[config.mk]
export PLATFORM = sky130hd
export DESIGN_NAME = pong_top
export DESIGN_NICKNAME = d
export VERILOG_FILES = /design/src/rtl/pong_pkg.sv /design/src/rtl/display_timing_480p.sv /design/src/rtl/ball_motion.sv /design/src/rtl/paddle_ai.sv /design/src/rtl/pong_renderer.sv /design/src/rtl/pong_top.sv
export VERILOG_INCLUDE_DIRS = /design/src /design/src/rtl
export SDC_FILE = /design/constraint.sdc
export NUM_CORES = 1
export LEC_CHECK = 0
export BUFFER_PORTS_ARGS = -buffer_cell sky130_fd_sc_hd__buf_4
export CAP_MARGIN = 20
export CORE_MARGIN = 3
export CORE_UTILIZATION = 60
export DETAILED_ROUTE_END_ITERATION = 12
export PLACE_DENSITY = 0.88
export SLEW_MARGIN = 5
export SYNTH_ARGS = -nofsm -noshare
export SYNTH_HDL_FRONTEND = slang
export SYNTH_SLANG_ARGS = --single-unit
[constraint.sdc]
create_clock -name clk_pix -period 4.9 [get_ports clk_pix]
set_clock_uncertainty 0.15 [all_clocks]
set_input_delay 0.49 -clock clk_pix [delete_from_list [all_inputs] [get_ports clk_pix]]
set_output_delay 0.49 -clock clk_pix [all_outputs]
set_load 0.005 [all_outputs]
[src/rtl/pong_defs.svh]
// pong constants
// screen geometry, ball and paddle sizes, speeds and start positions

`ifndef PONG_DEFS_SVH
`define PONG_DEFS_SVH

`define CORDW       10      // screen coordinate width

// 480p raster, 800x525 total
`define H_RES       640     // active pixels per line
`define V_RES       480     // active lines per frame
`define H_FP        16      // horizontal front porch
`define H_SYNC      96      // hsync width
`define H_BP        48      // horizontal back porch
`define V_FP        10      // vertical front porch
`define V_SYNC      2       // vsync width in lines
`define V_BP        33      // vertical back porch

// ball
`define B_SIZE      8       // side in pixels
`define BALL_SPEED  2       // pixels per frame, both axes
`define BALL_X0     626     // near right edge, bounces early
`define BALL_Y0     466     // near bottom edge

// paddles
`define P_H         40      // height
`define P_W         10      // width
`define P_SP        1       // pixels per frame
`define P_OFFS      32      // gap to left/right screen edge
`define P_Y0        200     // top after reset

`endif

[src/rtl/pong_pkg.sv]
// pong shared types
// raster position, sync bundle, object position and vga output

`default_nettype none

`include "pong_defs.svh"

package pong_pkg;

    // current raster coordinate
    typedef struct packed {
        logic [`CORDW-1:0] sx;  // pixel in line
        logic [`CORDW-1:0] sy;  // line in frame
    } pix_pos_t;

    // raster control, sync active low
    typedef struct packed {
        logic hsync;
        logic vsync;
        logic de;       // inside 640x480
    } sync_t;

    // top-left corner of a ball or paddle
    typedef struct packed {
        logic [`CORDW-1:0] x;
        logic [`CORDW-1:0] y;
    } obj_pos_t;

    // registered vga pins
    typedef struct packed {
        logic       hsync;
        logic       vsync;
        logic [3:0] r;
        logic [3:0] g;
        logic [3:0] b;
    } vga_out_t;

endpackage

`default_nettype wire

[src/rtl/display_timing_480p.sv]
// 640x480 @ 60 Hz raster timing
// pixel/line counters, active low syncs, data enable and frame tick

`default_nettype none

`include "pong_defs.svh"

module display_timing_480p
    import pong_pkg::*;
(
    input  wire logic clk_pix,     // pixel clock
    input  wire logic reset,       // sync, active high
    output pix_pos_t  pos,         // current raster coordinate
    output sync_t     sync,        // syncs and data enable
    output logic      frame_tick   // one cycle, start of vblank
);

    // line/frame boundaries
    localparam int HS_STA = `H_RES + `H_FP;             // 656
    localparam int HS_END = HS_STA + `H_SYNC;           // 752
    localparam int LINE   = HS_END + `H_BP;             // 800
    localparam int VS_STA = `V_RES + `V_FP;             // 490
    localparam int VS_END = VS_STA + `V_SYNC;           // 492
    localparam int SCREEN = VS_END + `V_BP;             // 525

    localparam logic [`CORDW-1:0] H_LAST = `CORDW'(LINE - 1);
    localparam logic [`CORDW-1:0] V_LAST = `CORDW'(SCREEN - 1);

    // raster counters
    always_ff @(posedge clk_pix) begin
        if (reset) begin
            pos.sx <= '0;
            pos.sy <= '0;
        end else if (pos.sx == H_LAST) begin  // end of line
            pos.sx <= '0;
            pos.sy <= (pos.sy == V_LAST) ? '0 : pos.sy + 1'b1;
        end else begin
            pos.sx <= pos.sx + 1'b1;
        end
    end

    // syncs straight from the counters, low inside the pulse
    always_comb begin
        sync.hsync = ~((pos.sx >= `CORDW'(HS_STA)) && (pos.sx < `CORDW'(HS_END)));
        sync.vsync = ~((pos.sy >= `CORDW'(VS_STA)) && (pos.sy < `CORDW'(VS_END)));
        sync.de    = (pos.sx < `CORDW'(`H_RES)) && (pos.sy < `CORDW'(`V_RES));
    end

    // first pixel of first blanking line
    // game objects update here, well clear of the visible area
    always_comb begin
        frame_tick = (pos.sy == `CORDW'(`V_RES)) && (pos.sx == '0);
    end

endmodule

`default_nettype wire

[src/rtl/ball_motion.sv]
// ball motion
// moves the ball once per frame, bounces off the active area edges

`default_nettype none

`include "pong_defs.svh"

module ball_motion
    import pong_pkg::*;
(
    input  wire logic clk_pix,     // pixel clock
    input  wire logic reset,       // sync, active high
    input  wire logic frame_tick,  // once per frame
    output obj_pos_t  ball         // top-left of ball
);

    localparam logic [`CORDW-1:0] SPEED = `CORDW'(`BALL_SPEED);

    // last position before a step would leave the screen
    localparam logic [`CORDW-1:0] X_LIM = `CORDW'(`H_RES - (`BALL_SPEED + `B_SIZE));
    localparam logic [`CORDW-1:0] Y_LIM = `CORDW'(`V_RES - (`BALL_SPEED + `B_SIZE));

    logic dx;  // 0 right, 1 left
    logic dy;  // 0 down, 1 up

    logic [`CORDW:0] x_next;  // {dir, pos}
    logic [`CORDW:0] y_next;

    // one axis step with bounce
    // far edge forces dir 1, near edge forces dir 0
    function automatic logic [`CORDW:0] step_axis(
        input logic [`CORDW-1:0] p,
        input logic              d,
        input logic [`CORDW-1:0] lim
    );
        logic              nd;
        logic [`CORDW-1:0] np;
        if (p >= lim) begin         // far edge, turn back
            nd = 1'b1;
            np = p - SPEED;
        end else if (p < SPEED) begin  // near edge
            nd = 1'b0;
            np = p + SPEED;
        end else begin
            nd = d;
            np = d ? p - SPEED : p + SPEED;
        end
        return {nd, np};
    endfunction

    always_comb begin
        x_next = step_axis(ball.x, dx, X_LIM);
        y_next = step_axis(ball.y, dy, Y_LIM);
    end

    // position and direction registers
    always_ff @(posedge clk_pix) begin
        if (reset) begin
            ball.x <= `CORDW'(`BALL_X0);
            ball.y <= `CORDW'(`BALL_Y0);
            dx     <= 1'b0;  // right
            dy     <= 1'b0;  // down
        end else if (frame_tick) begin
            dx     <= x_next[`CORDW];
            ball.x <= x_next[`CORDW-1:0];
            dy     <= y_next[`CORDW];
            ball.y <= y_next[`CORDW-1:0];
        end
    end

endmodule

`default_nettype wire

[src/rtl/paddle_ai.sv]
// computer paddle
// follows the ball centre vertically, one step per frame, kept on screen

`default_nettype none

`include "pong_defs.svh"

module paddle_ai
    import pong_pkg::*;
#(
    parameter logic [`CORDW-1:0] PADDLE_X = `CORDW'(`P_OFFS)  // left column
) (
    input  wire logic     clk_pix,     // pixel clock
    input  wire logic     reset,       // sync, active high
    input  wire logic     frame_tick,  // once per frame
    input  wire obj_pos_t ball,        // ball before this update
    output obj_pos_t      paddle       // top-left of paddle
);

    localparam int W = `CORDW + 1;  // room for centre sums

    localparam logic [W-1:0] P_HALF  = W'(`P_H / 2);
    localparam logic [W-1:0] B_HALF  = W'(`B_SIZE / 2);
    localparam logic [W-1:0] DEADBND = W'(`P_SP / 2);  // ignore tiny offsets

    localparam logic [`CORDW-1:0] STEP   = `CORDW'(`P_SP);
    localparam logic [`CORDW-1:0] DN_LIM = `CORDW'(`V_RES - `P_H - `P_SP);

    logic [`CORDW-1:0] py;     // paddle top
    logic [W-1:0]      p_mid;  // paddle centre
    logic [W-1:0]      b_mid;  // ball centre
    logic              go_dn;
    logic              go_up;

    always_comb begin
        p_mid = {1'b0, py} + P_HALF;
        b_mid = {1'b0, ball.y} + B_HALF;
        // ball below centre, and room left above the bottom limit
        go_dn = (p_mid + DEADBND < b_mid) && (py <= DN_LIM);
        // ball above, and a full step left before row 0
        go_up = (p_mid > b_mid + DEADBND) && (py >= STEP);
    end

    always_ff @(posedge clk_pix) begin
        if (reset) begin
            py <= `CORDW'(`P_Y0);
        end else if (frame_tick) begin
            if (go_dn) begin
                py <= py + STEP;
            end else if (go_up) begin
                py <= py - STEP;
            end
        end
    end

    // column fixed
    always_comb begin
        paddle.x = PADDLE_X;
        paddle.y = py;
    end

endmodule

`default_nettype wire

[src/rtl/pong_renderer.sv]
// pong renderer
// hit tests of ball and paddles against the raster, registered vga out

`default_nettype none

`include "pong_defs.svh"

module pong_renderer
    import pong_pkg::*;
(
    input  wire logic     clk_pix,   // pixel clock
    input  wire logic     reset,     // sync, active high
    input  wire pix_pos_t pos,       // current raster coordinate
    input  wire sync_t    sync,      // syncs for pos
    input  wire obj_pos_t ball,
    input  wire obj_pos_t paddle_l,
    input  wire obj_pos_t paddle_r,
    output vga_out_t      vga        // one cycle after pos
);

    localparam int W = `CORDW + 1;

    logic b_hit;
    logic pl_hit;
    logic pr_hit;
    logic lit;

    // is pixel p inside a w x h box at o
    function automatic logic covers(
        input pix_pos_t p,
        input obj_pos_t o,
        input int       w,
        input int       h
    );
        logic [W-1:0] x_end;
        logic [W-1:0] y_end;
        x_end = {1'b0, o.x} + W'(w);  // one past right column
        y_end = {1'b0, o.y} + W'(h);
        return (p.sx >= o.x) && ({1'b0, p.sx} < x_end)
            && (p.sy >= o.y) && ({1'b0, p.sy} < y_end);
    endfunction

    always_comb begin
        b_hit  = covers(pos, ball, `B_SIZE, `B_SIZE);
        pl_hit = covers(pos, paddle_l, `P_W, `P_H);
        pr_hit = covers(pos, paddle_r, `P_W, `P_H);
        lit    = sync.de && (b_hit || pl_hit || pr_hit);  // nothing in blanking
    end

    // output stage, syncs delayed with the colour
    always_ff @(posedge clk_pix) begin
        if (reset) begin
            vga <= '{hsync: 1'b1, vsync: 1'b1, r: 4'h0, g: 4'h0, b: 4'h0};
        end else begin
            vga.hsync <= sync.hsync;
            vga.vsync <= sync.vsync;
            vga.r     <= lit ? 4'hF : 4'h0;  // monochrome
            vga.g     <= lit ? 4'hF : 4'h0;
            vga.b     <= lit ? 4'hF : 4'h0;
        end
    end

endmodule

`default_nettype wire

[src/rtl/pong_top.sv]
// pong video top level
// raster timing, ball, two computer paddles and the vga renderer

`default_nettype none

`include "pong_defs.svh"

module pong_top
    import pong_pkg::*;
(
    input  wire logic clk_pix,  // 25.2 MHz pixel clock
    input  wire logic reset,    // sync, active high
    output vga_out_t  vga       // to the vga connector
);

    pix_pos_t pos;         // raster coordinate
    sync_t    sync;        // syncs and de for pos
    logic     frame_tick;  // start of vblank
    obj_pos_t ball;
    obj_pos_t paddle_l;
    obj_pos_t paddle_r;

    display_timing_480p dt0 (
        .clk_pix    (clk_pix),
        .reset      (reset),
        .pos        (pos),
        .sync       (sync),
        .frame_tick (frame_tick)
    );

    ball_motion ball0 (
        .clk_pix    (clk_pix),
        .reset      (reset),
        .frame_tick (frame_tick),
        .ball       (ball)
    );

    // left paddle
    paddle_ai #(
        .PADDLE_X (`CORDW'(`P_OFFS))
    ) pad_l (
        .clk_pix    (clk_pix),
        .reset      (reset),
        .frame_tick (frame_tick),
        .ball       (ball),
        .paddle     (paddle_l)
    );

    // right paddle, mirrored column
    paddle_ai #(
        .PADDLE_X (`CORDW'(`H_RES - `P_OFFS - `P_W))
    ) pad_r (
        .clk_pix    (clk_pix),
        .reset      (reset),
        .frame_tick (frame_tick),
        .ball       (ball),
        .paddle     (paddle_r)
    );

    pong_renderer rend0 (
        .clk_pix  (clk_pix),
        .reset    (reset),
        .pos      (pos),
        .sync     (sync),
        .ball     (ball),
        .paddle_l (paddle_l),
        .paddle_r (paddle_r),
        .vga      (vga)
    );

endmodule

`default_nettype wire

==> results of run 1 <==
==> worst max path at each step <==
stage | start | to | slack [ns] | cells past startpoint
2_1_floorplan | pad_r.py[4] | pad_r.py[5] | 1.23 | 14
3_3_place_gp | ball0.ball[6] | pad_l.py[8] | 0.91 | 12
3_5_place_dp | ball0.ball[6] | pad_l.py[2] | 0.80 | 12
4_1_cts | pad_r.py[4] | pad_r.py[8] | 0.73 | 13
5_1_grt | pad_r.py[4] | pad_r.py[5] | 0.29 | 13
6_report | ball0.ball[6] | pad_l.py[2] | 0.66 | 12
==> per-stage QoR <==
step | hold slack, ns | utilization [%]
3_3_place_gp | 0.318 | 63.7
2_1_floorplan | 0.286 | -
3_5_place_dp | 0.323 | 63.7
5_1_grt | 0.383 | 66.1
4_1_cts | 0.341 | 66.1
6_report | 0.336 | 66.1
==> critical path, cell delays in order, from the launching register on <==
cell and delay, ns:
dfxtp_1 0.53, nand2_1 0.12, nor2_1 0.38, nand4_1 0.17, xnor2_1 0.30, ha_1 0.31
and4_1 0.21, a221oi_1 0.25, nand3_1 0.24, nor2_2 0.45, o21ai_1 0.42, or3_1 0.47
a21oi_1 0.17
==> registers in the layout, indices dropped and copies added (netlist names) <==
name	count
pad_r.py	10
ball0.dx	1
ball0.ball	18
dt0.pos	20
pad_l.py	10
rend0.vga	3
ball0.dy	1
==> final cells by class <==
cell class              instances  share of cell area (%)
multi-input cells             669                    70.9
flip-flops and latches         63                    18.1
inverters                      53                    2.85
well taps                     136                    2.44
repair buffers                 20                    2.15
clock buffers                  10                    1.97
clock inverters                 6                    1.65
==> routing by layer <==
| metal | vias to the layer above | wire length [um] | track usage (%) |
|---|---|---|---|
| met2 | 242 | 7120 | 39.9 |
| li1 | 2979 | - | - |
| met5 | - | 0 | 0 |
| met1 | 2806 | 7480 | 38.1 |
| met4 | 0 | 376 | 10.9 |
| met3 | 30 | 1270 | 5.40 |
==> kinds of logic (layout without fill, tap and decap cells) <==
family,after synthesis,in the layout
AO/OA/AOI/OAI,180,180
XOR/XNOR,67,67
adder cells (fa/ha/maj),122,122
buffers and inverters,100,89
flip-flops,63,63
multiplexers,17,17
AND/OR/NAND/NOR,283,283
==> where the power goes <==
group / switching, mW / leakage, nW / internal (mW)
clock network: 0.227 / 0.123 / 0.354
logic: 0.0433 / 2.37 / 0.0255
registers: 0.00750 / 0.509 / 0.515
==> cells in the mapped netlist (3+ instances only) <==
| cell | count |
|---|---|
| nor4b_1 | 3 |
| clkbuf_1 | 29 |
| o211ai_1 | 9 |
| nand4b_1 | 3 |
| mux2i_1 | 14 |
| xor2_1 | 13 |
| nand2b_1 | 5 |
| o21a_1 | 8 |
| nor2_1 | 49 |
| a21oi_1 | 44 |
| o31ai_1 | 7 |
| ha_1 | 122 |
| and4_1 | 4 |
| dfxtp_1 | 63 |
| o21ai_0 | 52 |
| a221oi_1 | 3 |
| o21bai_1 | 4 |
| nand3_1 | 39 |
| o2111ai_1 | 8 |
| nand2_1 | 57 |
| or2_2 | 4 |
| nor4_1 | 11 |
| a211oi_1 | 9 |
| nor2b_1 | 9 |
| xnor2_1 | 54 |
| or4_1 | 7 |
| nor3_1 | 21 |
| buf_1 | 3 |
| a21o_1 | 9 |
| and2_1 | 5 |
| a31oi_1 | 8 |
| or3_1 | 24 |
| nand4_1 | 20 |
| mux2_2 | 3 |
| inv_1 | 51 |
| and3_1 | 11 |
| buf_4 | 12 |
==> impl_metrics.toml, run 1 <==
[placed_design]
place_area_sq_um = 6730
io_buffers = 15
dp.final_hpwl_um = 12100
dp.cells = 941
dp_worst_setup_slack_ns = 0.803
gp_congestion = 0.991

[cts]
cts-root-to-sink-buffers = 2
post_cts_resized = 0
worst_skew_pair.late_latency_ns = 0.37
cts_made_buffers = 9
post-cts-setup-buffers = 0
htreeDepth = 3
ctsHoldBuffers = 0
clkTransAtPathRegs_ns = 0.08
cts_sinks = 63
cts_tree = "done"
cts-root-buf = "clkbuf_8"

[min_path]
min_path_cells = 1
hp-class = "reg2reg"
worstHoldEndpoint = "dt0.pos[10]"
holdCritStartpoint = "dt0.pos[10]"

[routing]
post_drt_wl_per_cell_um = 17.0
wirelength_um = 16300
drt_iter0_drc = 707
drt-vias-per-instance = 6.33
drc = 0
final_antenna_net_count = 0
vias = 6057
drtPass1Iterations = 5

[timing]
fmax_ghz = 0.236
finalCriticalPeriod_ns = 4.24
post-route-period-util_pct = 86.4
slew-limit-headroom_pct = 41.2
tightest_slew_ns = 0.876
slew_viol_final = 0
rsz0062_at_grt = "false"
setup_tns_ns = 0
setup_viol = 0
fin_ws_ns = 0.664
finalHoldViolCount = 0

[synthesis]
synth_mux_area_share_pct = 2.62
dominantRegCellSynth = "dfxtp_1"
synth-simple-area-share_pct = 22.5
synth_compound_area_share_pct = 17.5
syn_area_per_cell_sq_um = 7.99
yosys.area.top_type_share_pct = 23.0
ys_ff_latch = 63
syn_nets = 956
seq_area_frac_synth_pct = 19.0
synthXorXnorAreaFrac_pct = 8.83
synth_top_family_by_area = "adder cells"
yosys.area.top_type = "ha_1"
async_flop_share_pct = 0
synth_cells = 832
yosysWarnings = 0
ys_top_cells_by_area = "ha_1 23%, dfxtp_1 19%, xnor2_1 7.1%, o21ai_0 3.9%, a21oi_1 3.3%"
synthAdderAreaFrac_pct = 23.0
synth_edf_count = 0
synth.distinct_cells = 65
synth_area_sq_um = 6650

[floorplanning]
fp-row-count = 37
start_util_pct = 63.0
fp.dieW_um = 111
coreArea_sq_um = 10600
chipHeight_um = 111
die_area_sq_um = 12400
ioPinCount = 16

[global_routing]
grt_pass1_wl_um = 27700
grt_pass1_vias = 5718
grt_use_total_pct = 26.9
grt_antenna_before_repair = 0
grt_max_degree = 38
overflow = 0

[cells_and_area]
nets = 940
regArea_sq_um = 1260
final_cell_mix = "122 x ha_1, 63 x dfxtp_1, 57 x nand2_1"
synthToLayoutAreaGrowth_pct = 5.05
multi_input_area_sq_um = 4950
final_common_cell = "ha_1"
diodes = 0
fin_area_sq_um = 6980
fill_cells = 868
drive_gt1_share_pct = 6.58
instances_no_fill = 957

[critical_path]
reg2regPathDepth = 12
worstReg2RegStart = "ball0.ball[6]"
worst_setup_path_end_kind = "register"
path_max_fanout = 16
start_kind = "register"
path_class = "reg2reg"
r2r-end = "pad_l.py[2]"
cp.arrival_ns = 4.38
rrSetupSlack_ns = 0.66
critPathRequiredTime_ns = 5.04

[power]
peakVddDrop_v = 0.000190
power_density_nw_per_um2 = 168
p_leak_nw = 3.00
finalPower_mw = 1.17

[run]
drv_cap = 0

[status]
outcome = "finished clean"
Power figures use the tool's default switching activity.
==> run 2: changes to the inputs <==
- SETUP_SLACK_MARGIN: unset -> 0.4
- clock period: 4.9 -> 5.3 ns (I/O delays scaled with it)
==> impl_metrics.toml, run 2 (synthesis gave the netlist of run 1 again) <==
[status]
outcome = "finished clean"

[critical_path]
worst_setup_path_end_kind = "register"
slowest_delay_ns = 0.54
path_class = "reg2reg"
cp_top_family = "compound AO/OA/AOI/OAI gates"
worst_path_max_delay_cell = "dfxtp_1"
critPathRequiredTime_ns = 5.44
start_kind = "register"
path_max_fanout = 14
worst-path-buf-inv = 1
r2r-end = "pad_r.py[4]"
worstReg2RegStart = "pad_r.py[4]"
cp_cell_sequence = "inv_1, ha_1, a21oi_1, nor2_1, xnor2_1, ha_1, and3_1, a221oi_1, o211ai_1, nor2_2, o21ai_1, or3_1, a21oi_1"
cp.arrival_ns = 4.42
rrSetupSlack_ns = 1.02
reg2regPathDepth = 13

[cts]
ctsHoldBuffers = 0
clkTransAtPathRegs_ns = 0.06
cts-root-buf = "clkbuf_8"
cts_made_buffers = 9
cts_tree = "done"
htreeDepth = 3
cts-root-to-sink-buffers = 2
post_cts_resized = 0
worst_skew_pair.late_latency_ns = 0.37
cts_sinks = 63
post-cts-setup-buffers = 0

[timing]
setup_viol = 0
rsz0062_at_grt = "false"
tightest_slew_ns = 0.869
finalCriticalPeriod_ns = 4.28
fin_ws_ns = 1.02
post-route-period-util_pct = 80.7
finalHoldViolCount = 0
slew_viol_final = 0
fmax_ghz = 0.234
slew-limit-headroom_pct = 41.7
setup_tns_ns = 0

[routing]
post_drt_wl_per_cell_um = 17.3
vias = 6068
wirelength_um = 16500
drtPass1Iterations = 5
drc = 0
drt-vias-per-instance = 6.36
drt_iter0_drc = 483
final_antenna_net_count = 0

[global_routing]
grt_antenna_before_repair = 0
grt_pass1_vias = 5624
overflow = 0
grt_use_total_pct = 26.9
grt_pass1_wl_um = 27500
grt_max_degree = 38

[floorplanning]
start_util_pct = 63.0
fp-row-count = 37
coreArea_sq_um = 10600
ioPinCount = 16
die_area_sq_um = 12400
fp.dieW_um = 111
chipHeight_um = 111

[placed_design]
io_buffers = 15
gp_congestion = 1.03
dp.cells = 939
dp_worst_setup_slack_ns = 1.14
dp.final_hpwl_um = 12500

[cells_and_area]
final_common_cell = "ha_1"
nets = 938
multi_input_area_sq_um = 4950
largest-register = "dt0.pos"
largest_register_ffs = 20
final_cell_mix = "122 x ha_1, 63 x dfxtp_1, 57 x nand2_1"
regArea_sq_um = 1260
drive_gt1_share_pct = 5.75
synthToLayoutAreaGrowth_pct = 3.39
post-route-util_pct = 65.1
top_regs = "dt0.pos x20, ball0.ball x18"
diodes = 0
instances_no_fill = 954
fill_cells = 914

[min_path]
hp-class = "reg2reg"
min_path_cells = 1
worstHoldEndpoint = "dt0.pos[10]"
holdCritStartpoint = "dt0.pos[10]"

[power]
finalPower_mw = 0.914
power_density_nw_per_um2 = 133
peakVddDrop_v = 0.000164
p_leak_nw = 2.95

[run]
drv_cap = 0
## run 2: how the worst max path moves through the flow
stage	from	endpoint	slack [ns]	cells past startpoint
floorplan	pad_r.py[4]	pad_r.py[5]	1.63	14
global placement	ball0.ball[6]	pad_l.py[2]	1.33	12
detailed placement	pad_r.py[4]	pad_r.py[4]	1.14	13
CTS	pad_r.py[4]	pad_r.py[4]	1.12	13
global route	pad_r.py[4]	pad_r.py[5]	0.75	13
finish	pad_r.py[4]	pad_r.py[4]	1.02	13
## run 2: through the flow
stage               instance area [sq um]  hold WS (ns)
global route                         6870         0.356
finish                               6870         0.341
CTS                                  6870         0.337
floorplan                            6650         0.286
detailed placement                   6710         0.320
global placement                     6710         0.310
## run 2: cell type report
class	count	area share, %
clock inverters	1	0.0728
flip-flops and latches	63	18.4
well taps	136	2.48
clock buffers	14	2.22
multi-input cells	669	72.0
repair buffers	18	1.97
inverters	53	2.90
## run 2: routing by layer
metal  vias to the layer above  part of all wire, %  global-route usage [%]
li1                       2973                    -                       -
met1                      2815                   45                    36.7
met2                       248                   45                    42.5
met3                        32                  7.6                    4.64
met4                         0                  2.3                    10.1
met5                         -                    0                       0
## run 2: where the power goes
| part | switching, mW | internal [mW] | leakage, nW |
|---|---|---|---|
| combinational | 0.0380 | 0.0234 | 2.36 |
| clock | 0.189 | 0.180 | 0.0805 |
| sequential | 0.00679 | 0.476 | 0.509 |
| total | 0.234 | 0.680 | 2.95 |
==> run 3: changes to the inputs <==
- ABC_AREA: unset -> 1
- clock period: 5.3 -> 4.35 ns (I/O delays scaled with it)
==> impl_metrics.toml, run 3 <==
[status]
outcome = "finished clean"

[cells_and_area]
nets = 1257
drive_gt1_share_pct = 6.85
synthToLayoutAreaGrowth_pct = 5.58
largest_register_ffs = 20
final_common_cell = "nand2_1"
instances_no_fill = 1306
top_regs = "dt0.pos x20, ball0.ball x18"
fill_cells = 1074
largest-register = "dt0.pos"
final_cell_mix = "283 x nand2_1, 122 x ha_1, 118 x inv_1"
diodes = 0

[synthesis]
seq_area_frac_synth_pct = 16.8
yosys.area.top_type_share_pct = 20.4
synth_cells = 1139
syn_area_per_cell_sq_um = 6.57
synth.distinct_cells = 43
yosys-top-cells-count = "283 x nand2_1, 122 x ha_1, 118 x inv_1"
syn_nets = 1263
async_flop_share_pct = 0
yosys.area.top_type = "ha_1"
dominantRegCellSynth = "dfxtp_1"
synth_edf_count = 0
ys_top_cells_by_area = "ha_1 20%, dfxtp_1 17%, nand2_1 14%, xor2_1 8.1%, inv_1 5.9%"
ys_ff_latch = 63
synth_area_sq_um = 7490
yosysWarnings = 0
yosysMostFrequentCell = "nand2_1"

[timing]
tightest_slew_ns = 0.742
setup_tns_ns = 0
setup_viol = 0
hold_ws_ns = 0.314
rsz0062_at_grt = "false"
fin_ws_ns = 1.14
fmax_ghz = 0.312
post-route-period-util_pct = 73.8
slew-limit-headroom_pct = 50.4
slew_viol_final = 0
finalHoldViolCount = 0
finalCriticalPeriod_ns = 3.21

[cts]
cts_made_buffers = 9
worst_skew_pair.late_latency_ns = 0.36
cts_sinks = 63
cts_tree = "done"
ctsHoldBuffers = 0
htreeDepth = 3
post-cts-setup-buffers = 0
post_cts_resized = 0
cts-root-to-sink-buffers = 2
cts-root-buf = "clkbuf_16"
clkTransAtPathRegs_ns = 0.06

[placed_design]
dp.cells = 1290
dp_worst_setup_slack_ns = 1.27
gp_congestion = 0.975
io_buffers = 15
dp.final_hpwl_um = 14400

[global_routing]
grt_pass1_vias = 6902
overflow = 0
grt_use_total_pct = 28.4
grt_antenna_before_repair = 0
grt_max_degree = 31
grt_pass1_wl_um = 32800

[routing]
drtPass1Iterations = 5
drt-vias-per-instance = 5.70
vias = 7446
post_drt_wl_per_cell_um = 15.0
drt_iter0_drc = 674
wirelength_um = 19600
final_antenna_net_count = 0
drc = 0

[critical_path]
worst_setup_path_end_kind = "register"
worst_path_max_delay_cell = "dfxtp_1"
rrSetupSlack_ns = 1.14
reg2regPathDepth = 13
r2r-end = "pad_r.py[2]"
critPathRequiredTime_ns = 4.48
slowest_delay_ns = 0.54
path_max_fanout = 17
cp.arrival_ns = 3.34
cp_top_family = "simple AND/OR/NAND/NOR gates"
cp_cell_sequence = "ha_1, o21ai_0, or2_2, xor2_1, ha_1, a21oi_1, o21a_1, nand3_4, nand2_2, nand2_4, clkinv_2, nand2_1, a21oi_1"
start_kind = "register"
path_class = "reg2reg"
worstReg2RegStart = "pad_r.py[2]"
worst-path-buf-inv = 1

[power]
power.clock.fraction_pct = 53.6
peakVddDrop_v = 0.000212
power_density_nw_per_um2 = 168
swShare_pct = 25.3
p_seq_share_pct = 43.9
p_sw_mw = 0.336
cellInternalPower_mw = 0.991
combPwrFrac_pct = 2.5
p_leak_nw = 3.98

[floorplanning]
coreArea_sq_um = 12100
ioPinCount = 16
chipHeight_um = 118
die_area_sq_um = 13900
fp-row-count = 40
start_util_pct = 61.8
fp.dieW_um = 118

[run]
drv_cap = 0

[min_path]
min_path_cells = 1
worstHoldEndpoint = "dt0.pos[10]"
hp-class = "reg2reg"
holdCritStartpoint = "dt0.pos[10]"
-- run 3: changes by cell type in the layout (fill, tap and decap cells not counted), sizes merged, moves of 9 or more --
cell	previous run	this run
nand2	57	291
or3	25	0
a211oi	9	0
xor2	13	69
a21oi	44	82
inv	51	134
and3	11	0
nor2b	9	0
or4	9	0
nand3	39	73
nor2	51	106
xnor2	54	8
mux2i	14	1
-- run 3: logic make-up after synthesis --
| group | count (synthesis) | synth area share (%) |
|---|---|---|
| muxes | 1 | 0.134 |
| and+or+nand+nor | 540 | 32.1 |
| xor gates and xnor gates | 77 | 9.01 |
| DFF | 63 | 16.8 |
| AOI/OAI and AO/OA | 165 | 12.0 |
| buffers and inverters | 171 | 9.61 |
| adders and majority gates | 122 | 20.4 |
-- run 3: power by group through the flow --
| stage | Clock, mW | Combinational [mW] | Sequential, mW |
|---|---|---|---|
| final | 0.711 | 0.0337 | 0.582 |
| after global routing | 0.735 | 0.0374 | 0.582 |
| after CTS | 0.712 | 0.0328 | 0.582 |
| after detailed placement | 0 | 0.0327 | 0.595 |
| after global placement | 0 | 0.0319 | 0.595 |
| after floorplan | 0 | 0.0241 | 0.594 |
-- run 3: worst max-delay path by stage --
stage / from / endpoint / depth (start not counted)
after CTS: pad_r.py[2] / pad_r.py[2] / 13
final: pad_r.py[2] / pad_r.py[2] / 13
after global routing: ball0.ball[2] / pad_l.py[7] / 16
after floorplan: pad_l.py[2] / pad_l.py[7] / 16
after global placement: pad_l.py[3] / pad_l.py[7] / 16
after detailed placement: pad_l.py[3] / pad_l.py[3] / 16
-- run 3: final cells by class --
class	instances	area [sq um]	share of cell area (%)
multi-input combinational	905	5510	69.7
sequential	63	1260	16.0
inverter	138	523	6.61
clock buffer	10	239	3.02
tap	168	210	2.66
timing repair buffer	16	120	1.52
clock inverter	6	45.0	0.570
-- run 3: worst reg2reg max path: cells and delay by family (launching register included) --
| family | cells | cell delay (ns) |
|---|---|---|
| xor+xnor | 1 | 0.15 |
| fa+ha+maj | 2 | 0.59 |
| flops | 1 | 0.54 |
| simple gates | 5 | 0.90 |
| compound gates | 4 | 0.67 |
| buf+inv | 1 | 0.14 |
-- run 3: per-layer routing --
layer  global-route usage (%)  wire length (um)
met5                        0                 0
met4                     11.2               542
met3                     5.81              1610
met2                     45.8              8860
met1                     37.2              8620
-- run 3: through the flow --
| stage | total power [mW] | util, % | cell area, sq um |
|---|---|---|---|
| floorplan | 0.618 | - | 7490 |
| global placement | 0.627 | 62.9 | 7620 |
| detailed placement | 0.628 | 62.9 | 7620 |
| CTS | 1.33 | 65.3 | 7910 |
| global route | 1.35 | 65.3 | 7910 |
| finish | 1.33 | 65.3 | 7910 |
